===== config.mk =====
export PLATFORM = sky130hd
export DESIGN_NAME = flash_rom
export DESIGN_NICKNAME = d
export VERILOG_FILES = /design/src/design/bus_pkg.sv /design/src/design/flash_rom.sv
export SDC_FILE = /design/constraint.sdc
export NUM_CORES = 1
export LEC_CHECK = 0
export ABC_AREA = 1
export BUFFER_PORTS_ARGS = -buffer_cell sky130_fd_sc_hd__buf_4
export CORE_ASPECT_RATIO = 0.9
export CORE_MARGIN = 2
export CORE_UTILIZATION = 50
export DETAILED_ROUTE_END_ITERATION = 12
export PLACE_DENSITY = 0.66
export SLEW_MARGIN = 30
export SYNTH_ARGS = -nofsm -noshare
export SYNTH_HDL_FRONTEND = slang
export SYNTH_SLANG_ARGS = --single-unit

===== constraint.sdc =====
create_clock -name clk -period 5.6 [get_ports clk]
set_input_delay 1.68 -clock clk [delete_from_list [all_inputs] [get_ports clk]]
set_output_delay 1.68 -clock clk [all_outputs]
set_load 0.05 [all_outputs]

===== src/design/bus_pkg.sv =====
// Shared address map, sizes and enums of the memory-bus subsystem.
// Single full-speed clock only. FLASH_WAIT must be at least 2.
// DMA source and destination are word indices, not byte addresses.
package bus_pkg;

    localparam int ADDR_W = 16;
    localparam int DATA_W = 32;
    localparam int STRB_W = 4;

    // work RAM at byte 0x0000..0x0fff
    localparam int RAM_WORDS = 1024;
    localparam int RAM_AW    = 10;

    // flash window ends at 0xbfff
    localparam logic [ADDR_W-1:0] FLASH_BASE  = 16'h8000;
    localparam int                FLASH_WORDS = 4096;
    localparam int                FLASH_AW    = 12;
    localparam int                FLASH_WAIT  = 5;
    localparam int                FLASH_CNT_W = $clog2(FLASH_WAIT);
    localparam logic [DATA_W-1:0] FLASH_MUL   = 32'h9E3779B1;

    localparam logic [ADDR_W-1:0] PERIPH_BASE = 16'hF000;
    localparam logic [15:0]       STATUS_ID   = 16'hB05A;

    // word count, wide enough for a full RAM copy
    localparam int DMA_LEN_W = RAM_AW + 1;

    typedef enum logic [1:0] {
        REGION_NONE,
        REGION_RAM,
        REGION_FLASH,
        REGION_PERIPH
    } region_t;

    typedef enum logic [2:0] {
        PREG_NONE,
        PREG_STATUS,
        PREG_PAD,
        PREG_DMA_SRC,
        PREG_DMA_DST,
        PREG_DMA_LEN,
        PREG_DMA_GO
    } preg_t;

    typedef enum logic [1:0] {
        DMA_IDLE,
        DMA_READ,
        DMA_WRITE
    } dma_state_t;

endpackage


===== src/design/flash_rom.sv =====
// Read-only flash model, word i holds i * FLASH_MUL.
// One access at a time; requests while busy are dropped.
// DMA wins when both ports request in the same cycle.
module flash_rom (
    input  logic                         clk,
    input  logic                         rst,
    input  logic                         cpu_flash_req,
    input  logic [bus_pkg::FLASH_AW-1:0] cpu_flash_addr,
    input  logic                         dma_flash_req,
    input  logic [bus_pkg::FLASH_AW-1:0] dma_flash_addr,
    output logic                         flash_ready,
    output logic                         flash_for_dma,
    output logic [bus_pkg::DATA_W-1:0]   flash_rdata
);
    import bus_pkg::*;

    logic                   busy;
    logic [FLASH_CNT_W-1:0] cnt;
    logic [FLASH_AW-1:0]    addr_q;

    always_ff @(posedge clk) begin
        if (rst) begin
            busy          <= 1'b0;
            cnt           <= '0;
            flash_ready   <= 1'b0;
            flash_for_dma <= 1'b0;
        end else begin
            flash_ready <= 1'b0;
            if (!busy) begin
                // ready lands FLASH_WAIT cycles after the request
                if (dma_flash_req || cpu_flash_req) begin
                    busy          <= 1'b1;
                    cnt           <= FLASH_CNT_W'(FLASH_WAIT - 2);
                    flash_for_dma <= dma_flash_req;
                end
            end else if (cnt == '0) begin
                busy        <= 1'b0;
                flash_ready <= 1'b1;
            end else begin
                cnt <= cnt - 1'b1;
            end
        end
    end

    // address and data are payload
    always_ff @(posedge clk) begin
        if (!busy && (dma_flash_req || cpu_flash_req)) begin
            addr_q <= dma_flash_req ? dma_flash_addr : cpu_flash_addr;
        end
        if (busy && cnt == '0) begin
            flash_rdata <= {{(DATA_W-FLASH_AW){1'b0}}, addr_q} * FLASH_MUL;
        end
    end

endmodule


==> flow_summary_export.csv <==
group,metric,value,unit
global_routing,met1_usage,0.356,
sta,fin_skew,11.6,ps
routing,routed_wl,17.2,mm
cts,clockRootBuffer,"clkbuf_16",
sta,rsz0062_at_grt,"no",
global_routing,grt_pass1_vias,5677,
place,io_buffers,61,
cells_and_area,area_delta_synth_final,12.5,%
sta,finalCritPeriodShare,0.916,
sta,finalSetupViolations,0,
cells_and_area,post-route-util,0.575,
sta,fin_crit,5130,ps
synthesis,ys_types,31,
critical_path,crit_required,5670,ps
routing,routed_via_density,4.95,
global_routing,gr-total-overflow,0,
critical_path,path_class,"reg2reg",
critical_path,setup.worst_path.end_class,"flop",
synthesis,synth_enable_flop_cells,44,
global_routing,grt_use_met2,0.382,
global_routing,gr-usage-all-layers,0.249,
routing,wire_per_inst,15.8,um
global_routing,antenna_found_initial,0,
global_routing,grt_use_met3,0.0545,
critical_path,crit_slowest_cell,"edfxtp_1",
critical_path,path_max_fanout,6,
cts,cts_sinks,50,
critical_path,critPathTopFamily,"adder cells",
cts,htreeDepth,2,
synthesis,netlist_instances,824,
sta,clock.fmax,195,MHz
cts,cts_buffers,5,
synthesis,synth_top_area_frac,0.285,
sta,setup_ws,470,ps
sta,tightest_slew,591,ps
synthesis,synth_top_area_cell,"fa_1",
place,dp_hpwl,15.1,mm
synthesis,yosysWarnings,0,
cells_and_area,diodes,0,
die,die_y,118,um
die,dieArea,15300,sq um
sta,whs,469,ps
die,coreArea,14000,sq um
routing,drc_errors,0,
synthesis,syn-num-nets,1039,
routing,dr.first_iter.drc_count,410,
synthesis,async_flop_share,0,
die,top_level_ports,62,
synthesis,synth-seq-cells,50,
worst_hold_path,min_path_type,"reg2reg",
routing,first_pass_iters,5,
die,start_util,0.511,
sta,hold_viol,0,
critical_path,cp_data_arrival_time,5200,ps
die,fp-row-count,41,
cts,cts_resized,0,
job,maxCapViolCount,0,
status,outcome,"finished clean",
die,die_x,130,um
critical_path,crit_path_cell_trace,"inv_1, fa_1, fa_1, inv_1, fa_1, fa_1, inv_1, fa_1, inv_1, ha_1, a21oi_1, o21ai_0, a21oi_1, nand3_1, nand2_1, nand2_1",
place,dp_slack,506,ps
synthesis,syn-cell-area,7160,sq um
synthesis,synth_area_leaders,"fa_1, edfxtp_1, ha_1",
cts,cts_buffer_depth,2,
global_routing,grt-busiest-layer,"met2",
cts,clk_latency,310,ps
critical_path,cpMostUsedCell,"fa_1",
cts,clk_pin_slew,70,ps
global_routing,grt_pass1_wl,28.6,mm
sta,maxSlewViolCount,0,
critical_path,crit_buf_inv,4,
synthesis,avgSynthCellArea,8.69,sq um
cells_and_area,final_common_cell,"inv_1",
cts,cts_hold_buf,0,
synthesis,synth_flop_cell,"edfxtp_1",
critical_path,startpoint_type,"flop",
critical_path,max_stage_delay,580,ps
cells_and_area,nets,1109,
cts,cts_setup_buffers,0,
synthesis,yosysSeqAreaShare,0.201,
sta,slew_headroom,0.605,
routing,ant_nets,0,
place,place_congestion,0.985,
global_routing,grt_max_degree,24,
cells_and_area,drive_gt1_frac,0.113,
routing,vias,5381,
cells_and_area,most-common-layout-cells,"inv_1, nand2_1, fa_1",
cts,cts_tree,"built",
sta,final.setup.tns,0,ps
cells_and_area,n_fill_cell,1280,
tightest hold or removal path, stage by stage, from the launching register on:
cell,delay [ps]
dfxtp_1,320
nand2_1,60
a21oi_1,50
state kept, by name (all words and copies together), names as in the netlist:
register / count
flash_rdata: 32
addr_q: 12
cnt: 3
busy: 1
flash_for_dma: 1
flash_ready: 1
cells by family (layout without fill, tap and decap cells):
kind of cell / count (synthesis) / after routing / synth area share
multiplexers: 12 / 12 / 0.0189
AND/OR/NAND/NOR: 251 / 251 / 0.151
adder cells (fa/ha/maj): 187 / 187 / 0.434
buffers and inverters: 261 / 332 / 0.137
flip-flops: 50 / 50 / 0.201
XOR/XNOR: 20 / 20 / 0.0245
AO/OA/AOI/OAI: 43 / 43 / 0.0332
synthesized netlist by cell type, drive strengths merged, types with 2 or more instances:
cell	n
a21o	2
a21oi	27
dfxtp	6
edfxtp	44
fa	102
ha	85
inv	260
mux2	12
nand2	165
nand3	29
nand3b	2
nand4	14
nor2	30
nor3	7
o21ai	8
o21bai	5
or2	2
xnor2	4
xor2	16
metal layers:
metal,up-vias,share of wire
met5,-,0
met4,0,0.024
met3,27,0.077
met2,188,0.44
met1,2547,0.45
li1,2619,-
worst paths after layout:
check | start | to | slack (ps) | depth (start not counted)
worst min-delay path | flash_for_dma$_SDFFE_PP0P_ | flash_for_dma$_SDFFE_PP0P_ | 470 | 2
worst min register to register | flash_for_dma$_SDFFE_PP0P_ | flash_for_dma$_SDFFE_PP0P_ | 470 | 2
worst max register to register | addr_q[6]$_DFFE_PP_ | flash_rdata[28]$_DFFE_PP_ | 470 | 16
worst max-delay path | addr_q[6]$_DFFE_PP_ | flash_rdata[28]$_DFFE_PP_ | 470 | 16
per-stage QoR:
stage,cell area (sq um),std cells
2_1_floorplan,7160,824
3_3_place_gp,7880,1079
3_5_place_dp,7900,1080
4_1_cts,8050,1088
5_1_grt,8050,1088
6_report,8050,1088
final cells by class:
type,count,area [sq um],share of cell area
sequential,50,1440,0.179
tap,193,241,0.0300
timing repair buffer,64,500,0.0622
clock inverter,2,11.3,0.00140
clock buffer,6,139,0.0172
inverter,260,976,0.121
multi-input combinational,513,4740,0.589
Power is left out: the tool's default activity adds up to more than one toggle a clock period on the data nets, which glitch-free logic cannot reach.
