===== config.mk =====
export PLATFORM = sky130hd
export DESIGN_NAME = periph_regs
export DESIGN_NICKNAME = d
export VERILOG_FILES = /design/src/design/bus_pkg.sv /design/src/design/periph_regs.sv
export SDC_FILE = /design/constraint.sdc
export NUM_CORES = 1
export LEC_CHECK = 0
export ABC_AREA = 0
export BUFFER_PORTS_ARGS = -buffer_cell sky130_fd_sc_hd__buf_2
export CORE_ASPECT_RATIO = 0.6
export CORE_MARGIN = 3
export CORE_UTILIZATION = 50
export CTS_BUF_LIST = sky130_fd_sc_hd__clkbuf_8
export DETAILED_ROUTE_END_ITERATION = 16
export PLACE_DENSITY = 0.81
export SETUP_SLACK_MARGIN = 0.3
export SLEW_MARGIN = 10
export SYNTH_ARGS = -nofsm -noshare
export SYNTH_HDL_FRONTEND = slang
export SYNTH_SLANG_ARGS = --single-unit

===== constraint.sdc =====
create_clock -name clk -period 3.05 [get_ports clk]
set_clock_uncertainty 0.15 [all_clocks]
set_input_delay 0.4575 -clock clk [delete_from_list [all_inputs] [get_ports clk]]
set_output_delay 0.4575 -clock clk [all_outputs]
set_load 0.05 [all_outputs]

===== src/design/bus_pkg.sv =====
// Shared address map, sizes and enums of the memory-bus subsystem.
// Single full-speed clock only. FLASH_WAIT must be at least 2.
// DMA source and destination are word indices, not byte addresses.
package bus_pkg;

    localparam int ADDR_W = 16;
    localparam int DATA_W = 32;
    localparam int STRB_W = 4;

    // work RAM at byte 0x0000..0x0fff
    localparam int RAM_WORDS = 1024;
    localparam int RAM_AW    = 10;

    // flash window ends at 0xbfff
    localparam logic [ADDR_W-1:0] FLASH_BASE  = 16'h8000;
    localparam int                FLASH_WORDS = 4096;
    localparam int                FLASH_AW    = 12;
    localparam int                FLASH_WAIT  = 5;
    localparam int                FLASH_CNT_W = $clog2(FLASH_WAIT);
    localparam logic [DATA_W-1:0] FLASH_MUL   = 32'h9E3779B1;

    localparam logic [ADDR_W-1:0] PERIPH_BASE = 16'hF000;
    localparam logic [15:0]       STATUS_ID   = 16'hB05A;

    // word count, wide enough for a full RAM copy
    localparam int DMA_LEN_W = RAM_AW + 1;

    typedef enum logic [1:0] {
        REGION_NONE,
        REGION_RAM,
        REGION_FLASH,
        REGION_PERIPH
    } region_t;

    typedef enum logic [2:0] {
        PREG_NONE,
        PREG_STATUS,
        PREG_PAD,
        PREG_DMA_SRC,
        PREG_DMA_DST,
        PREG_DMA_LEN,
        PREG_DMA_GO
    } preg_t;

    typedef enum logic [1:0] {
        DMA_IDLE,
        DMA_READ,
        DMA_WRITE
    } dma_state_t;

endpackage


===== src/design/periph_regs.sv =====
// Status, gamepad and DMA control registers.
// DMA registers keep only their used low bits and read back zero-extended.
// Writing any value to the go register starts a copy.
module periph_regs (
    input  logic                          clk,
    input  logic                          rst,
    input  logic                          periph_wr,
    input  logic                          periph_rd,
    input  bus_pkg::preg_t                preg,
    input  logic [bus_pkg::DATA_W-1:0]    cpu_wdata,
    input  logic [1:0]                    pad,
    input  logic                          dma_busy,
    input  logic                          dma_done,
    output logic [bus_pkg::DATA_W-1:0]    periph_rdata,
    output logic [bus_pkg::FLASH_AW-1:0]  dma_src,
    output logic [bus_pkg::RAM_AW-1:0]    dma_dst,
    output logic [bus_pkg::DMA_LEN_W-1:0] dma_len,
    output logic                          dma_go
);
    import bus_pkg::*;

    logic [1:0] pad_q;
    logic [7:0] done_cnt;

    always_ff @(posedge clk) begin
        if (rst) begin
            pad_q    <= '0;
            done_cnt <= '0;
            dma_src  <= '0;
            dma_dst  <= '0;
            dma_len  <= '0;
            dma_go   <= 1'b0;
        end else begin
            pad_q  <= pad;
            dma_go <= 1'b0;
            // wraps after 255 copies
            if (dma_done) begin
                done_cnt <= done_cnt + 1'b1;
            end
            if (periph_wr) begin
                case (preg)
                    PREG_DMA_SRC: dma_src <= cpu_wdata[FLASH_AW-1:0];
                    PREG_DMA_DST: dma_dst <= cpu_wdata[RAM_AW-1:0];
                    PREG_DMA_LEN: dma_len <= cpu_wdata[DMA_LEN_W-1:0];
                    PREG_DMA_GO:  dma_go  <= 1'b1;
                    default:      ;
                endcase
            end
        end
    end

    always_ff @(posedge clk) begin
        if (periph_rd) begin
            case (preg)
                PREG_STATUS:  periph_rdata <= {STATUS_ID, 7'd0, dma_busy, done_cnt};
                PREG_PAD:     periph_rdata <= DATA_W'(pad_q);
                PREG_DMA_SRC: periph_rdata <= DATA_W'(dma_src);
                PREG_DMA_DST: periph_rdata <= DATA_W'(dma_dst);
                PREG_DMA_LEN: periph_rdata <= DATA_W'(dma_len);
                default:      periph_rdata <= '0;
            endcase
        end
    end

endmodule


==> results.toml <==
[placement]
gp_congestion = 0.8573
dpl_worst_slack_ns = 0.9320
hpwlAfterDp_mm = 4.349
io_buffer_count = 75

[worst_setup_path]
ff2ff_path_depth = 4
arrival_ns = 1.80
worstSetupStartpointType = "input pin"
worst-setup-path-type = "input pin to flop"
reg2reg_setup_slack_ns = 1.60
reg2reg_to = "done_cnt[6]"
regToRegStartpoint = "done_cnt[1]"
required_ns = 3.08
cp_max_fo = 23
worstSetupEndpointType = "flop"

[yosys]
synth_seq_cells = 57
synth_cell_types = 33
synth_area_sq_mm = 0.002529
yosysWarnings = 0
synthCells = 275
synth_seq_area_share_pct = 50.27
syn_area_per_cell_sq_um = 9.195

[clock_network]
post-cts-setup-buffer-count = 0
cts_hold_repair.buffers = 0
insertion_delay_ns = 0.34
clock_path_buffers = 2
cts_sinks = 57
root_buffer = "clkbuf_8"
htree_levels = 3
cts_tree = "built"
clkSlewWorstSetupHoldPaths_ns = 0.06
cts_buffers = 9
cts_resized = 0

[detailed_routing]
wl_mm = 6.155
drt_first_pass_iters = 4
drc = 0
antenna_left = 0
wire_per_inst_um = 15.27
viasPerCell = 5.231
drt-initial-drc-count = 189
vias = 2108

[timing]
timing.hold.ws_ns = 0.1728
tightest_slew_ns = 0.8059
worst_slack_ns = 1.281
slew_headroom_pct = 46.27
max_freq_ghz = 0.5653
hold_viol = 0
tns_ns = 0
maxSlewViolCount = 0
post-route-period-util_pct = 58.00
period_needed_ns = 1.769
setup_viol = 0
rsz0062_at_grt = "no"

[run_status]
status = "finished, final reports clean"

[final_layout]
fillCellCount = 427
final_common_cell = "buf_2"
drive_gt1_share_pct = 26.76
layout_common_cells = "buf_2 (75), nand2_1 (71), dfxtp_1 (44)"
area_growth_pct = 16.92
antennaDiodeCount = 0
nNetsFinal = 379

[min_path]
hold-path-cell-count = 2
hold_path.class = "input pin to flop"
hold_start = "pad[0]"
holdPathEnd = "pad_q[0]"

[global_route]
grt_first_pass_wirelength_mm = 9.515
grt_start_max_net_pins = 45
antenna_found_initial = 0
grt_pass1_vias = 1885
gr-usage-all-layers_pct = 21.24
globalRouteOverflowTotal = 0

[die]
ios = 109
start_util_pct = 53.45
rows = 19
die_w_um = 97.81
design.die.area_sq_mm = 0.005975
coreArea_sq_mm = 0.004731
die_y_um = 61.09

[power]
cellPowerDensity_mw_per_mm2 = 570.1
p_total_mw = 1.685
p_leak_nw = 1.285
ir_drop_uv = 351.4

[job]
cap_violations = 0
[routing by layer]
layer  vias up  share of wire, %  wire [um]  global-route usage [%]
met5         -                 0          0                       0
met4         0              0.47         29                   6.509
met3         5                10        614                   9.050
met2       108                42       2563                   30.28
met1       967                48       2947                   29.55
li1       1028                 -          -                       -
[where the power goes]
part	leakage, nW	total (mW)	switching [mW]	internal (mW)
Clock	0.100	0.642	0.280	0.362
Combinational	0.695	0.236	0.186	0.0503
Sequential	0.490	0.807	0.0138	0.794
Total	1.29	1.69	0.480	1.21
[how the worst max path moves through the flow]
stage,from,to,slack (ns),cells past startpoint
detailed placement,preg[0],dma_src[1],0.93,4
finish,preg[0],dma_len[0],1.28,4
global route,preg[0],dma_src[3],1.17,4
global placement,preg[0],dma_src[1],0.97,4
floorplan,periph_rdata[29],periph_rdata[19],1.45,1
CTS,preg[0],dma_src[1],1.30,4
[synth_stat cells]
library cell | number | share of area (%)
and3_1 | 1 | 0.25
nor4bb_1 | 1 | 0.40
or3_1 | 3 | 0.74
buf_6 | 1 | 0.45
clkbuf_1 | 6 | 0.89
nand2b_1 | 2 | 0.49
and4b_1 | 2 | 0.79
dfxtp_1 | 44 | 35
mux2i_1 | 18 | 7.1
conb_1 | 1 | 0.15
ha_1 | 1 | 0.49
nand3b_1 | 1 | 0.30
nand2_1 | 71 | 11
edfxtp_1 | 13 | 15
mux2_2 | 2 | 0.89
buf_1 | 1 | 0.15
nor2_1 | 7 | 1.0
nand4_1 | 2 | 0.49
nor2b_1 | 4 | 0.99
nand4bb_1 | 1 | 0.45
nand4_2 | 1 | 0.49
xor2_1 | 3 | 1.0
and4bb_2 | 1 | 0.49
buf_2 | 5 | 0.99
o221ai_1 | 1 | 0.35
buf_4 | 25 | 7.4
nand4b_1 | 3 | 1.0
a21oi_1 | 37 | 7.3
a21boi_0 | 1 | 0.30
o22ai_1 | 7 | 1.7
nand3_1 | 3 | 0.59
o21ai_0 | 5 | 0.99
xnor2_1 | 1 | 0.35
[worst max-delay path, cell delays in order]
cell      delay, ns
buf_2          0.41
nand4b_1       0.60
nand2_1        0.24
a21oi_1        0.09
[kinds of logic (layout without fill, tap and decap cells)]
family                     count (synthesis)  in the layout  share of synthesized area [%]
and+or+nand+nor                          103            103                          19.10
DFF                                       57             57                          50.27
AOI/OAI and AO/OA                         51             51                          10.69
buffers and inverters                     38             91                          9.896
muxes                                     20             20                          8.016
xor gates and xnor gates                   4              4                          1.386
adders and majority gates                  1              1                         0.4947
other                                      1             13                         0.1483
[through the flow]
step	instance area, sq um	cells	utilization [%]
floorplan	2574	287	-
global placement	2778	387	58.71
detailed placement	2778	387	58.71
CTS	2957	403	62.50
global route	2957	403	62.50
finish	2957	403	62.50
[sequential cells by signal, summed over array words and instances, names as in the netlist]
name / count
periph_rdata: 13
dma_go: 1
dma_len: 11
done_cnt: 8
dma_dst: 10
dma_src: 12
pad_q: 2
[layout make-up]
cell class | count | area (sq um) | area share, %
flip-flops and latches | 57 | 1271 | 43.00
multi-input cells | 192 | 1052 | 35.59
clock inverters | 7 | 55.05 | 1.862
clock buffers | 9 | 123.9 | 4.190
well taps | 63 | 78.83 | 2.666
repair buffers | 75 | 375.4 | 12.70
(Power assumes the default switching activity.)
