<file path="config.mk">
export PLATFORM = sky130hd
export DESIGN_NAME = bus_arbiter
export DESIGN_NICKNAME = d
export VERILOG_FILES = /design/src/design/bus_pkg.sv /design/src/design/bus_arbiter.sv
export SDC_FILE = /design/constraint.sdc
export NUM_CORES = 1
export LEC_CHECK = 0
export ABC_AREA = 1
export ABC_CLOCK_PERIOD_IN_PS = 1200
export BUFFER_PORTS_ARGS = -buffer_cell sky130_fd_sc_hd__buf_2
export CORE_AREA = 2 2 109 111
export DETAILED_ROUTE_END_ITERATION = 8
export DIE_AREA = 0 0 111 113
export PLACE_DENSITY = 0.45
export SYNTH_ARGS = -nofsm -noshare
export SYNTH_HDL_FRONTEND = slang
export SYNTH_SLANG_ARGS = --single-unit
</file>
<file path="constraint.sdc">
create_clock -name clk -period 1.2 [get_ports clk]
set_clock_uncertainty 0.2 [all_clocks]
set_input_delay 0.24 -clock clk [delete_from_list [all_inputs] [get_ports clk]]
set_output_delay 0.24 -clock clk [all_outputs]
set_load 0.02 [all_outputs]
</file>
<file path="src/design/bus_pkg.sv">
// Shared address map, sizes and enums of the memory-bus subsystem.
// Single full-speed clock only. FLASH_WAIT must be at least 2.
// DMA source and destination are word indices, not byte addresses.
package bus_pkg;

    localparam int ADDR_W = 16;
    localparam int DATA_W = 32;
    localparam int STRB_W = 4;

    // work RAM at byte 0x0000..0x0fff
    localparam int RAM_WORDS = 1024;
    localparam int RAM_AW    = 10;

    // flash window ends at 0xbfff
    localparam logic [ADDR_W-1:0] FLASH_BASE  = 16'h8000;
    localparam int                FLASH_WORDS = 4096;
    localparam int                FLASH_AW    = 12;
    localparam int                FLASH_WAIT  = 5;
    localparam int                FLASH_CNT_W = $clog2(FLASH_WAIT);
    localparam logic [DATA_W-1:0] FLASH_MUL   = 32'h9E3779B1;

    localparam logic [ADDR_W-1:0] PERIPH_BASE = 16'hF000;
    localparam logic [15:0]       STATUS_ID   = 16'hB05A;

    // word count, wide enough for a full RAM copy
    localparam int DMA_LEN_W = RAM_AW + 1;

    typedef enum logic [1:0] {
        REGION_NONE,
        REGION_RAM,
        REGION_FLASH,
        REGION_PERIPH
    } region_t;

    typedef enum logic [2:0] {
        PREG_NONE,
        PREG_STATUS,
        PREG_PAD,
        PREG_DMA_SRC,
        PREG_DMA_DST,
        PREG_DMA_LEN,
        PREG_DMA_GO
    } preg_t;

    typedef enum logic [1:0] {
        DMA_IDLE,
        DMA_READ,
        DMA_WRITE
    } dma_state_t;

endpackage

</file>
<file path="src/design/bus_arbiter.sv">
// RAM ownership between CPU and DMA, CPU ready generation and read steering.
// The CPU must hold its request stable until it sees the one-cycle ready.
// Flash writes are not supported and complete like unmapped writes.
module bus_arbiter (
    input  logic                        clk,
    input  logic                        rst,
    input  logic                        cpu_valid,
    input  logic [bus_pkg::ADDR_W-1:0]  cpu_addr,
    input  logic [bus_pkg::DATA_W-1:0]  cpu_wdata,
    input  logic [bus_pkg::STRB_W-1:0]  cpu_wstrb,
    input  bus_pkg::region_t            region,
    input  logic                        dma_busy,
    input  logic                        dma_ram_we,
    input  logic [bus_pkg::RAM_AW-1:0]  dma_ram_addr,
    input  logic [bus_pkg::DATA_W-1:0]  dma_ram_wdata,
    input  logic                        flash_ready,
    input  logic                        flash_for_dma,
    input  logic [bus_pkg::DATA_W-1:0]  flash_rdata,
    input  logic [bus_pkg::DATA_W-1:0]  ram_rdata,
    input  logic [bus_pkg::DATA_W-1:0]  periph_rdata,
    output logic                        cpu_ready,
    output logic [bus_pkg::DATA_W-1:0]  cpu_rdata,
    output logic                        ram_cs,
    output logic                        ram_we,
    output logic [bus_pkg::RAM_AW-1:0]  ram_addr,
    output logic [bus_pkg::DATA_W-1:0]  ram_wdata,
    output logic [bus_pkg::STRB_W-1:0]  ram_wstrb,
    output logic                        cpu_flash_req,
    output logic                        periph_wr,
    output logic                        periph_rd
);
    import bus_pkg::*;

    logic    start;
    logic    is_write;
    logic    flash_rd;
    logic    cpu_flash_done;
    logic    flash_pend;
    region_t region_q;

    assign is_write       = |cpu_wstrb;
    assign flash_rd       = (region == REGION_FLASH) && !is_write;
    assign cpu_flash_done = flash_ready && !flash_for_dma;

    // first cycle of a CPU request, never while DMA owns the bus
    assign start = cpu_valid && !dma_busy && !cpu_ready && !flash_pend;

    // DMA always writes whole words
    assign ram_cs    = dma_busy ? dma_ram_we : (start && region == REGION_RAM);
    assign ram_we    = dma_busy ? dma_ram_we : (start && region == REGION_RAM && is_write);
    assign ram_addr  = dma_busy ? dma_ram_addr : cpu_addr[RAM_AW+1:2];
    assign ram_wdata = dma_busy ? dma_ram_wdata : cpu_wdata;
    assign ram_wstrb = dma_busy ? '1 : cpu_wstrb;

    assign cpu_flash_req = start && flash_rd;
    assign periph_wr     = start && region == REGION_PERIPH && is_write;
    assign periph_rd     = start && region == REGION_PERIPH && !is_write;

    always_ff @(posedge clk) begin
        if (rst) begin
            cpu_ready  <= 1'b0;
            flash_pend <= 1'b0;
            region_q   <= REGION_NONE;
        end else begin
            if (start) begin
                region_q <= region;
            end
            if (cpu_flash_req) begin
                flash_pend <= 1'b1;
            end else if (cpu_flash_done) begin
                flash_pend <= 1'b0;
            end
            if (dma_busy) begin
                cpu_ready <= 1'b0;
            end else begin
                cpu_ready <= (start && !flash_rd) || cpu_flash_done;
            end
        end
    end

    // unmapped reads return zero
    always_comb begin
        case (region_q)
            REGION_RAM:    cpu_rdata = ram_rdata;
            REGION_FLASH:  cpu_rdata = flash_rdata;
            REGION_PERIPH: cpu_rdata = periph_rdata;
            default:       cpu_rdata = '0;
        endcase
    end

endmodule

</file>
==> run_results.csv <==
group,metric,value,unit
floorplanning,io_pins,283,
sta,slew_headroom,85.59,%
cts,clockBufferDepth,2,
cts,ctsHoldBuffers,0,
finish,final_util,45.71,%
floorplanning,initial_utilization,13.11,%
critical_path,cp-start-kind,"flip-flop",
pwr,power_density,503.5,mW/mm^2
finish,final_cells,775,
floorplanning,rows,39,
global_route,first_global_vias,3520,
cts,numCtsBuffers,3,
detailed_routing,vias,3365,
detailed_routing,wl_per_cell,13.91,um
finish,layout_commonest_cell,"buf_2",
pwr,leakagePower,2.990,nW
placed_design,dpl.hpwl,7703,um
logic_synthesis,ys_seq_area_share,5.419,%
finish,final_layout_size_suffix_gt1_share,82.59,%
global_route,grt_overflow,0,
global_route,use_met1,15.72,%
global_route,use_met2,33.74,%
min_path,hold_depth,2,
floorplanning,die_area,0.01254,mm^2
sta,setup_violations,87,
global_route,busiest_layer,"met2",
sta,whs,43.96,ps
sta,hold_viol,0,
global_route,grt_max_degree,26,
cts,clk_latency,230,ps
cts,path_clk_slew,30,ps
logic_synthesis,synth_nets,527,
global_route,antenna_found_initial,0,
finish,fin_area,0.005152,mm^2
global_route,grt.total_usage,16.00,%
cts,cts_root_buf,"clkbuf_16",
finish,ff_latch_area,88.84,um^2
placed_design,gp_congestion,0.8487,
sta,worst_slack,-519.8,ps
pwr,finalPower,2.594,mW
critical_path,critPathCaptureType,"output port",
detailed_routing,drt_first_iter_violations,132,
logic_synthesis,syn_inst,328,
floorplanning,chipHeight,113,um
detailed_routing,vias_per_cell,4.342,
placed_design,dp_cells,748,
placed_design,io_buffers,276,
sta,rsz0062_at_grt,"true",
critical_path,worstPathMaxFanout,8,
finish,layout_common_cells,"buf_2, buf_6, nand2_2",
cts,tritoncts,"yes",
logic_synthesis,ys_types,15,
detailed_routing,ant_nets,0,
finish,fin_nets,832,
run_status,violations,"negative setup slack",
run,maxCapViolCount,0,
placed_design,placed_area,0.003462,mm^2
cts,cts_sinks,4,
logic_synthesis,ys_seq_elements,4,
detailed_routing,drt_pass1_iterations,4,
detailed_routing,routed_wl,10780,um
run_status,status,"complete, but fails checks",
floorplanning,die_w,111,um
pwr,vdd_ir_drop_max,0.4216,mV
sta,final.min_clock_period,1720,ps
sta,max_freq,581.5,MHz
global_route,grt_pass1_wl,16560,um
logic_synthesis,netlist_area,0.001478,mm^2
logic_synthesis,yosysWarnings,0,
finish,multi_input_area,0.002136,mm^2
global_route,grt_util_met3,3.535,%
critical_path,reg2reg_depth,7,
sta,drv_slew,0,
critical_path,path_class,"flip-flop to output port",
finish,diodes,0,
cts,h-tree-depth,1,
finish,fillers,1083,
floorplanning,core,0.01127,mm^2
logic_synthesis,avgSynthCellArea,4.505,um^2
critical_path,crit_arrival,1280,ps
finish,area_growth,248.7,%
detailed_routing,drcViolationCount,0,
min_path,hp-class,"primary input to flip-flop",
sta,post-route-period-util,143.3,%
sta,worst_pin_slew,215.4,ps
critical_path,worstPathRequired,760,ps
worst max-delay path, cell delays in order (launching register included):
cell     delay [ps]
dfxtp_4         390
inv_4            40
nor2_4          130
buf_12          120
buf_16          120
nand2_1          60
nand3_2          70
buf_6           120
registers in the layout, summed over array words and instances, names as in the netlist:
register    cells
region_q        2
cpu_ready       1
flash_pend      1
per-stage QoR:
stage	worst slack, ps	setup TNS [ps]
floorplan	-180.3	-6056
global placement	-361.3	-24100
detailed placement	-367.2	-24640
CTS	-549.6	-27470
global route	-586.2	-31620
finish	-519.8	-28160
synthesized netlist by cell type (all sizes together):
master / instances / share of area (%)
or2: 5 / 2.1
buf: 18 / 8.2
o21ai: 1 / 0.34
nand3: 67 / 23
dfxtp: 4 / 5.4
nor2: 9 / 3.8
inv: 11 / 2.8
nand2: 204 / 52
a21oi: 4 / 1.4
clkbuf: 5 / 1.3
layer usage:
| metal | share of wire [%] | routed length, um |
|---|---|---|
| met1 | 33 | 3537 |
| met2 | 58 | 6244 |
| met3 | 7.4 | 793 |
| met4 | 1.9 | 205 |
| met5 | 0 | 0 |
report_power, final:
group / internal [mW] / leakage (nW) / total [mW] / switching, mW
combinational: 0.979 / 2.92 / 1.91 / 0.932
clock: 0.439 / 0.0382 / 0.540 / 0.100
sequential: 0.137 / 0.0345 / 0.144 / 0.00687
path summary, 6_finish.rpt:
check,from,endpoint,slack [ps]
max,region_q[0],cpu_rdata[28],-520
min,rst,region_q[0],40
max reg2reg,cpu_ready,flash_pend,-100
min reg2reg,flash_pend,flash_pend,280
final cells by class:
type                            instances  share of cell area [%]
Clock buffer                            4                   1.530
Inverter                               11                   1.141
Multi-Input combinational cell        290                   41.45
Sequential cell                         4                   1.724
Tap cell                              143                   3.473
Timing Repair Buffer                  323                   50.68
cells by family (layout without fill, tap and decap cells):
group,Yosys count,count (layout),share of synthesized area [%]
simple gates,285,285,80.61
buf+inv,34,338,12.28
compound gates,5,5,1.693
flops,4,4,5.419
what timing repair did:
item,4_1_cts,5_1_grt
pin swaps,35,26
resized for setup,301,91
endpoints found under the setup margin,84,87
buffers inserted,17,4
cloned,9,1
Note: power is estimated with default switching activity, not from simulation.
