===== config.mk =====
export PLATFORM = sky130hd
export DESIGN_NAME = address_decoder
export DESIGN_NICKNAME = d
export VERILOG_FILES = /design/src/design/bus_pkg.sv /design/src/design/address_decoder.sv
export SDC_FILE = /design/constraint.sdc
export NUM_CORES = 1
export LEC_CHECK = 0
export BUFFER_PORTS_ARGS = -buffer_cell sky130_fd_sc_hd__buf_4
export CAP_MARGIN = 10
export CORE_AREA = 2 2 39 41
export DETAILED_ROUTE_END_ITERATION = 10
export DIE_AREA = 0 0 41 43
export GPL_TIMING_DRIVEN = 1
export SLEW_MARGIN = 20
export SYNTH_ARGS = -nofsm -noshare
export SYNTH_HDL_FRONTEND = slang
export SYNTH_SLANG_ARGS = --single-unit
export TNS_END_PERCENT = 50

===== constraint.sdc =====
create_clock -name vclk -period 1.2
set_input_delay 0.36 -clock vclk [all_inputs]
set_output_delay 0.36 -clock vclk [all_outputs]
set_load 0.01 [all_outputs]

===== src/design/bus_pkg.sv =====
// Shared address map, sizes and enums of the memory-bus subsystem.
// Single full-speed clock only. FLASH_WAIT must be at least 2.
// DMA source and destination are word indices, not byte addresses.
package bus_pkg;

    localparam int ADDR_W = 16;
    localparam int DATA_W = 32;
    localparam int STRB_W = 4;

    // work RAM at byte 0x0000..0x0fff
    localparam int RAM_WORDS = 1024;
    localparam int RAM_AW    = 10;

    // flash window ends at 0xbfff
    localparam logic [ADDR_W-1:0] FLASH_BASE  = 16'h8000;
    localparam int                FLASH_WORDS = 4096;
    localparam int                FLASH_AW    = 12;
    localparam int                FLASH_WAIT  = 5;
    localparam int                FLASH_CNT_W = $clog2(FLASH_WAIT);
    localparam logic [DATA_W-1:0] FLASH_MUL   = 32'h9E3779B1;

    localparam logic [ADDR_W-1:0] PERIPH_BASE = 16'hF000;
    localparam logic [15:0]       STATUS_ID   = 16'hB05A;

    // word count, wide enough for a full RAM copy
    localparam int DMA_LEN_W = RAM_AW + 1;

    typedef enum logic [1:0] {
        REGION_NONE,
        REGION_RAM,
        REGION_FLASH,
        REGION_PERIPH
    } region_t;

    typedef enum logic [2:0] {
        PREG_NONE,
        PREG_STATUS,
        PREG_PAD,
        PREG_DMA_SRC,
        PREG_DMA_DST,
        PREG_DMA_LEN,
        PREG_DMA_GO
    } preg_t;

    typedef enum logic [1:0] {
        DMA_IDLE,
        DMA_READ,
        DMA_WRITE
    } dma_state_t;

endpackage


===== src/design/address_decoder.sv =====
// Purely combinational address decode of the CPU byte address.
// Low two address bits are ignored for peripheral register selection.
module address_decoder (
    input  logic [bus_pkg::ADDR_W-1:0] cpu_addr,
    output bus_pkg::region_t           region,
    output bus_pkg::preg_t             preg
);
    import bus_pkg::*;

    logic [ADDR_W-1:0] offset;
    logic [ADDR_W-1:0] word_off;

    // offset into the peripheral window, word aligned
    assign offset   = cpu_addr - PERIPH_BASE;
    assign word_off = {offset[ADDR_W-1:2], 2'b00};

    always_comb begin
        region = REGION_NONE;
        preg   = PREG_NONE;
        if (cpu_addr < ADDR_W'(RAM_WORDS * 4)) begin
            region = REGION_RAM;
        end else if (cpu_addr >= FLASH_BASE &&
                     cpu_addr <= ADDR_W'(FLASH_BASE + FLASH_WORDS * 4 - 1)) begin
            region = REGION_FLASH;
        end else if (cpu_addr >= PERIPH_BASE) begin
            region = REGION_PERIPH;
            case (word_off)
                ADDR_W'('h00): preg = PREG_STATUS;
                ADDR_W'('h04): preg = PREG_PAD;
                ADDR_W'('h10): preg = PREG_DMA_SRC;
                ADDR_W'('h14): preg = PREG_DMA_DST;
                ADDR_W'('h18): preg = PREG_DMA_LEN;
                ADDR_W'('h1C): preg = PREG_DMA_GO;
                // holes in the window read as zero
                default:       preg = PREG_NONE;
            endcase
        end
    end

endmodule


==> results_tabular.tex, run 1 <==
\begin{tabular}{lr}
\hline
Metric & Value \\
\hline
\multicolumn{2}{l}{\textbf{Drt}} \\
\quad Drt first pass iters & 1 \\
\quad Vias after detailed routing & 209 \\
\quad Detail-routed net length per standard cell & 7.89 um \\
\quad Drt via density & 3.73 \\
\quad Remaining antenna violation count & 0 \\
\quad Aggregate routed wire length & 442 um \\
\quad Post-route DRC violation count & 0 \\
\quad Initial detailed-routing violation count & 0 \\
\multicolumn{2}{l}{\textbf{Final layout}} \\
\quad Number of nets in the layout & 58 \\
\quad Multi-input gate area & 130 um\^{}2 \\
\quad Layout clock buffer count & 0 \\
\quad Seq\_cells & 0 \\
\quad Filler Cell Count & 164 \\
\quad Reg area & 0 um\^{}2 \\
\quad Share of layout cells above drive strength 1 & 77.5\% \\
\quad Non-filler cells, final & 56 \\
\quad Final Instance Area & 342 um\^{}2 \\
\quad Syn-to-layout area delta & 187\% \\
\quad Antenna diode instance count & 0 \\
\multicolumn{2}{l}{\textbf{Hold path}} \\
\quad End point of the most critical hold path & preg[1] \\
\quad Worst hold path type & input port to output port \\
\quad Min-Delay Path Depth & 3 \\
\quad Min-Delay Startpoint & cpu\_addr[3] \\
\multicolumn{2}{l}{\textbf{Logic synthesis}} \\
\quad Syn Std Cell Area & 119 um\^{}2 \\
\quad Cell count after synthesis & 16 \\
\quad Adder-cell share of the synthesized area & 0\% \\
\quad Mux cell area share after synthesis & 0\% \\
\quad Main area contributors after synthesis & nor3\_2 (17\%), a211oi\_2 (11\%), nor4\_2 (11\%), nand3\_2 (8.4\%), and4\_1 (7.4\%) \\
\quad Area fraction in compound gates after synthesis & 21.1\% \\
\quad Avg Cell Area, Syn & approximately 7.4 um\^{}2 \\
\quad Synth Area in XOR/XNOR & 7.37\% \\
\quad Post-synth net total & 32 \\
\quad Yosys top cell area share & 16.8\% \\
\quad Largest family of logic cells by synthesized area & simple AND/OR/NAND/NOR gates \\
\quad Post-synthesis share of cell area spent on and, or, nand and nor gates & 71.6\% \\
\quad Library cell occupying the most area in the post-synthesis netlist & nor3\_2 \\
\quad Unique masters post-synth & 13 \\
\quad Share of the yosys chip area belonging to registers & 0\% \\
\quad Ys Warns & 0 \\
\multicolumn{2}{l}{\textbf{Worst setup path}} \\
\quad Critical path startpoint category & input port \\
\quad Maximum cell stage delay along the critical path & 0.26 ns \\
\quad Type of the worst setup path & input port to output port \\
\quad Worst path depth & 5 \\
\quad Crit path buf inv count & 2 \\
\quad Worst endpoint required time & 0.84 ns \\
\quad Crit Path Max Fanout & 3 \\
\quad Cells along the critical path & buf\_6 > nor4\_4 > nand3\_2 > nor3\_2 > buf\_4 \\
\quad Slowest library cell on the worst path & nor4\_4 \\
\quad Type of element capturing the critical path & output port \\
\quad Cell family contributing the most delay on the critical path & simple AND/OR/NAND/NOR gates \\
\quad Arrival time of data at the critical path endpoint & 1.18 ns \\
\multicolumn{2}{l}{\textbf{Global routing}} \\
\quad GRT Util Overall & 5.19\% \\
\quad Vias in the first global route & 200 \\
\quad Global-route wire length before repair & 703 um \\
\quad Initial antenna violation count & 0 \\
\quad Largest net degree at the start of global routing & 5 \\
\quad Overflow left after global routing & 0 \\
\multicolumn{2}{l}{\textbf{Timing}} \\
\quad Slew @ Worst Pin & 0.202 ns \\
\quad Headroom to the max-slew limit & 86.4\% \\
\quad Total setup violations reported at the end of the flow & 5 \\
\quad Post-route worst setup slack & -0.341 ns \\
\quad Slew Viols, Final & 0 \\
\quad Max Freq & roughly 650 MHz \\
\quad Total count of hold-check failures in the final report & 0 \\
\quad Post-layout minimum cycle time & 1.54 ns \\
\quad Setup repair after global routing missed its margin & yes \\
\quad Final critical-path share of the clock period & 128\% \\
\multicolumn{2}{l}{\textbf{Pwr}} \\
\quad Worst IR drop on VDD & $\sim$76 uV \\
\quad Part of the power in the clock network & 0\% \\
\quad Internal power of the cells & 0.0571 mW \\
\quad Cell area power density & 259 mW/mm\^{}2 \\
\quad Leak Pwr & between 0.15 and 0.2 nW \\
\quad Proportion of power drawn by flip-flops and latches & 0\% \\
\quad Reported net switching power & $\sim$0.031 mW \\
\quad Sw frac & 35.3\% \\
\quad Combinational power share & 100.0\% \\
\multicolumn{2}{l}{\textbf{Clock tree}} \\
\quad Post-CTS Setup Inserts & 0 \\
\quad Number of buffers inserted for hold repair after clock tree synthesis & 0 \\
\multicolumn{2}{l}{\textbf{Placement}} \\
\quad Number of buffer cells added on primary ports & 19 \\
\quad Placed inst area & approximately 330 um\^{}2 \\
\quad Inst Count DP & 56 \\
\quad Final GP Congestion & between 0.5 and 0.6 \\
\multicolumn{2}{l}{\textbf{Status}} \\
\quad Violated checks & negative setup slack \\
\quad Outcome & finished, violations left \\
\multicolumn{2}{l}{\textbf{Floorplan}} \\
\quad Starting utilization of the core area & 8.59\% \\
\quad IO Count & 21 \\
\quad CORE AREA & about 0.0014 mm\^{}2 \\
\quad Horiz. Die Dim & 41 um \\
\quad Y dimension of the die & roughly 43 um \\
\quad Rows & 14 \\
\quad Die Outline Area & 0.00176 mm\^{}2 \\
\multicolumn{2}{l}{\textbf{Run}} \\
\quad Max-Cap Viols & 0 \\
\hline
\end{tabular}
-- synth_stat cells --
master / instances
nand2_1: 2
nor2_1: 2
nor3_2: 2
a211oi_2: 1
a21boi_0: 1
and4_1: 1
nand3_2: 1
nor2b_1: 1
nor4_1: 1
nor4_2: 1
o21ai_0: 1
or2_2: 1
xor2_1: 1
-- final cells by class --
cell class	count	share of cell area, %
Timing Repair Buffer	24	56.0
Tap cell	16	5.86
Multi-Input combinational cell	16	38.1
-- worst max-delay path by stage --
| stage | from | to |
|---|---|---|
| CTS | cpu_addr[9] | preg[0] |
| floorplan | cpu_addr[9] | preg[0] |
| detailed placement | cpu_addr[9] | preg[0] |
| finish | cpu_addr[9] | preg[0] |
| global placement | cpu_addr[9] | preg[0] |
| global route | cpu_addr[9] | preg[1] |
-- cells in the final DEF, fill, tap and decap left out, drive strengths merged --
master	count
a211oi	1
nor2b	1
nand2	2
nor3	2
o21ai	1
nor2	2
and4	1
nand3	1
a21boi	1
xor2	1
buf	24
or2	1
nor4	2
-- stage by stage --
step,power [mW],setup slack (ns),hold slack [ns],utilization (%),setup TNS (ns)
6_report,0.0883,-0.341,1.01,24.7,-1.17
5_1_grt,0.0966,-0.395,1.03,24.7,-1.41
4_1_cts,0.0894,-0.353,1.01,24.7,-1.23
3_5_place_dp,0.0841,-0.358,1.01,23.7,-1.35
3_3_place_gp,0.0835,-0.345,1.01,23.7,-1.35
2_1_floorplan,0.0178,-0.131,0.753,-,-0.387
-- cell families (layout without fill, tap and decap cells) --
| family | Yosys count | after routing |
|---|---|---|
| compound gates | 3 | 3 |
| xor+xnor | 1 | 1 |
| buf+inv | 0 | 24 |
| simple gates | 12 | 12 |
-- routing by layer --
| layer | track usage (%) | share of wire, % | vias to the layer above |
|---|---|---|---|
| met3 | 0 | 10 | 0 |
| met2 | 9.69 | 54 | 11 |
| met5 | 0 | 0 | - |
| li1 | - | - | 109 |
| met1 | 6.65 | 36 | 89 |
| met4 | 0 | 0 | 0 |
-- tightest hold or removal path: cells and delay by family --
family / cells / cell delay, ns
compound gates: 1 / 0.06
buf+inv: 2 / 0.24
-- power groups by stage --
stage          Clock (mW)  Sequential, mW  Combinational (mW)
2_1_floorplan           0               0              0.0178
3_3_place_gp            0               0              0.0835
3_5_place_dp            0               0              0.0841
4_1_cts                 0               0              0.0894
5_1_grt                 0               0              0.0966
6_report                0               0              0.0883
-- timing repair --
item                       CTS  global route
pin swaps                    1             2
gates cloned                 0             0
setup endpoints to repair    5             5
resized for setup            5             0
Power figures use the tool's default switching activity.
==> run 2, diff against run 1 <==
TNS_END_PERCENT = default   (was 50)
clock period = 1.4 ns   (was 1.2 ns; I/O delays follow)
==> results_tabular.tex, run 2 (synthesized netlist as in run 1, its figures left out) <==
\begin{tabular}{lr}
\hline
Metric & Value \\
\hline
\multicolumn{2}{l}{\textbf{Worst setup path}} \\
\quad Crit path buf inv count & 2 (unchanged) \\
\quad Crit Path Max Fanout & 3 (unchanged) \\
\quad Critical path startpoint category & input port \\
\quad Type of the worst setup path & input port to output port \\
\quad Worst endpoint required time & 0.98 ns (+0.14 ns) \\
\quad Arrival time of data at the critical path endpoint & 1.23 ns (+0.05 ns) \\
\quad Slowest library cell on the worst path & nor4\_4 \\
\quad Maximum cell stage delay along the critical path & 0.26 ns (about the same) \\
\quad Type of element capturing the critical path & output port \\
\quad Origin of the worst setup path & cpu\_addr[9] \\
\quad Cells along the critical path & buf\_6 > nor4\_4 > nand3\_2 > a211oi\_2 > buf\_4 \\
\quad Cell family contributing the most delay on the critical path & simple AND/OR/NAND/NOR gates \\
\multicolumn{2}{l}{\textbf{Drt}} \\
\quad Top sig layer & met3 \\
\quad Drt first pass iters & 1 (unchanged) \\
\quad Aggregate routed wire length & 484 um (+9.5\%) \\
\quad Post-route DRC violation count & 0 (unchanged) \\
\quad Initial detailed-routing violation count & 0 (unchanged) \\
\quad Remaining antenna violation count & 0 (unchanged) \\
\quad Met2 Routed Length & 271 um (+14\%) \\
\quad Drt via density & 3.89 (+4.3\%) \\
\quad M1 WL & 146 um (-7.6\%) \\
\quad Detail-routed net length per standard cell & 8.64 um (+9.5\%) \\
\quad Met3 routed wirelength & 66 um (+43\%) \\
\quad Vias after detailed routing & 218 (+4.3\%) \\
\multicolumn{2}{l}{\textbf{Floorplan}} \\
\quad CORE AREA & 0.00138 mm\^{}2 (unchanged) \\
\quad Die Outline Area & 0.00176 mm\^{}2 (unchanged) \\
\quad Rows & 14 (unchanged) \\
\quad Y dimension of the die & 43 um (unchanged) \\
\quad IO Count & 21 (unchanged) \\
\quad Starting utilization of the core area & 8.59\% (unchanged) \\
\quad Horiz. Die Dim & 41 um (unchanged) \\
\multicolumn{2}{l}{\textbf{Final layout}} \\
\quad Leading cell type in the layout, fill and taps excluded & buf\_4 \\
\quad Reg area & 0 um\^{}2 (unchanged) \\
\quad Highest-count cells in the layout ignoring fill and taps & buf\_4 (16), buf\_6 (8) \\
\quad Seq\_cells & 0 (unchanged) \\
\quad Filler Cell Count & 163 (-0.61\%) \\
\quad Syn-to-layout area delta & 218\% \\
\quad Number of nets in the layout & 58 (unchanged) \\
\quad Share of layout cells above drive strength 1 & 80.0\% (+2.5 points) \\
\quad Antenna diode instance count & 0 (unchanged) \\
\quad Layout clock buffer count & 0 (unchanged) \\
\quad Final Instance Area & 378 um\^{}2 (+11\%) \\
\multicolumn{2}{l}{\textbf{Pwr}} \\
\quad Overall power consumption & 0.0871 mW (-1.4\%) \\
\quad Cell area power density & 230 mW/mm\^{}2 (-11\%) \\
\quad Leak Pwr & 0.165 nW (+4.7\%) \\
\quad Worst IR drop on VDD & 81.0 uV (+6.7\%) \\
\multicolumn{2}{l}{\textbf{Timing}} \\
\quad Max Freq & 606 MHz \\
\quad Total count of hold-check failures in the final report & 0 (unchanged) \\
\quad Final critical-path share of the clock period & 118\% \\
\quad Post-route worst setup slack & -0.250 ns (+0.0909 ns) \\
\quad Setup repair after global routing missed its margin & yes \\
\quad Post-layout minimum cycle time & 1.65 ns \\
\quad Slew Viols, Final & 0 (unchanged) \\
\quad Headroom to the max-slew limit & 86.4\% (about the same) \\
\quad Slew @ Worst Pin & 0.203 ns (+0.000245 ns) \\
\quad Total setup violations reported at the end of the flow & 4 (-1) \\
\multicolumn{2}{l}{\textbf{Global routing}} \\
\quad Global-route wire length before repair & 648 um (-7.8\%) \\
\quad Overflow left after global routing & 0 (unchanged) \\
\quad Initial antenna violation count & 0 (unchanged) \\
\quad Vias in the first global route & 193 (-3.5\%) \\
\quad Largest net degree at the start of global routing & 5 (unchanged) \\
\quad GRT Util Overall & 4.90\% (-0.30 points) \\
\multicolumn{2}{l}{\textbf{Hold path}} \\
\quad Min-Delay Startpoint & cpu\_addr[3] \\
\quad Worst hold path type & input port to output port \\
\multicolumn{2}{l}{\textbf{Placement}} \\
\quad Placed inst area & 328 um\^{}2 (unchanged) \\
\quad Final HPWL from detailed placement & 395 um \\
\quad Final GP Congestion & 0.572 (+3.9\%) \\
\quad Number of buffer cells added on primary ports & 19 (unchanged) \\
\quad Post-placement worst setup slack & -0.283 ns (+0.0755 ns) \\
\multicolumn{2}{l}{\textbf{Status}} \\
\quad Outcome & finished, violations left \\
\quad Violated checks & negative setup slack \\
\multicolumn{2}{l}{\textbf{Run}} \\
\quad Max-Cap Viols & 0 (unchanged) \\
\hline
\end{tabular}
-- run 2: what timing repair did --
item,CTS,global route
setup endpoints to repair,4,5
hold endpoints to repair,0,0
setup buffers,0,0
resized for setup,9,4
pin swaps,4,4
hold buffers,0,0
-- run 2: worst min-delay path, stage by stage --
cell      delay (ns)
buf_4           0.10
a211oi_2        0.05
buf_4           0.13
-- run 2: final timing paths --
check	slack, ns	depth (start not counted)	endpoint
worst min-delay path	1.12	3	preg[1]
worst max-delay path	-0.25	5	preg[1]
-- run 2: final cells by class --
class	count	area (um^2)	share of cell area, %
timing repair buffer	24	210	55.6
multi-input combinational	16	148	39.1
tap	16	20.0	5.30
-- run 2: stage by stage --
stage / std cells / util (%) / hold WS [ns] / setup TNS [ns]
floorplan: 16 / - / 0.873 / -0.116
global placement: 56 / 23.7 / 1.13 / -1.01
detailed placement: 56 / 23.7 / 1.13 / -1.00
CTS: 56 / 26.1 / 1.13 / -0.834
global route: 56 / 27.3 / 1.14 / -1.05
finish: 56 / 27.3 / 1.12 / -0.791
-- run 2: layer usage --
layer	vias to the layer above	GRT usage, %
met5	-	0
li1	111	-
met4	0	0
met1	96	4.75
met2	11	10.0
met3	0	1.05
-- run 2: power breakdown --
group	internal, mW	switching, mW
clock network	0	0
registers	0	0
logic	0.0557	0.0313
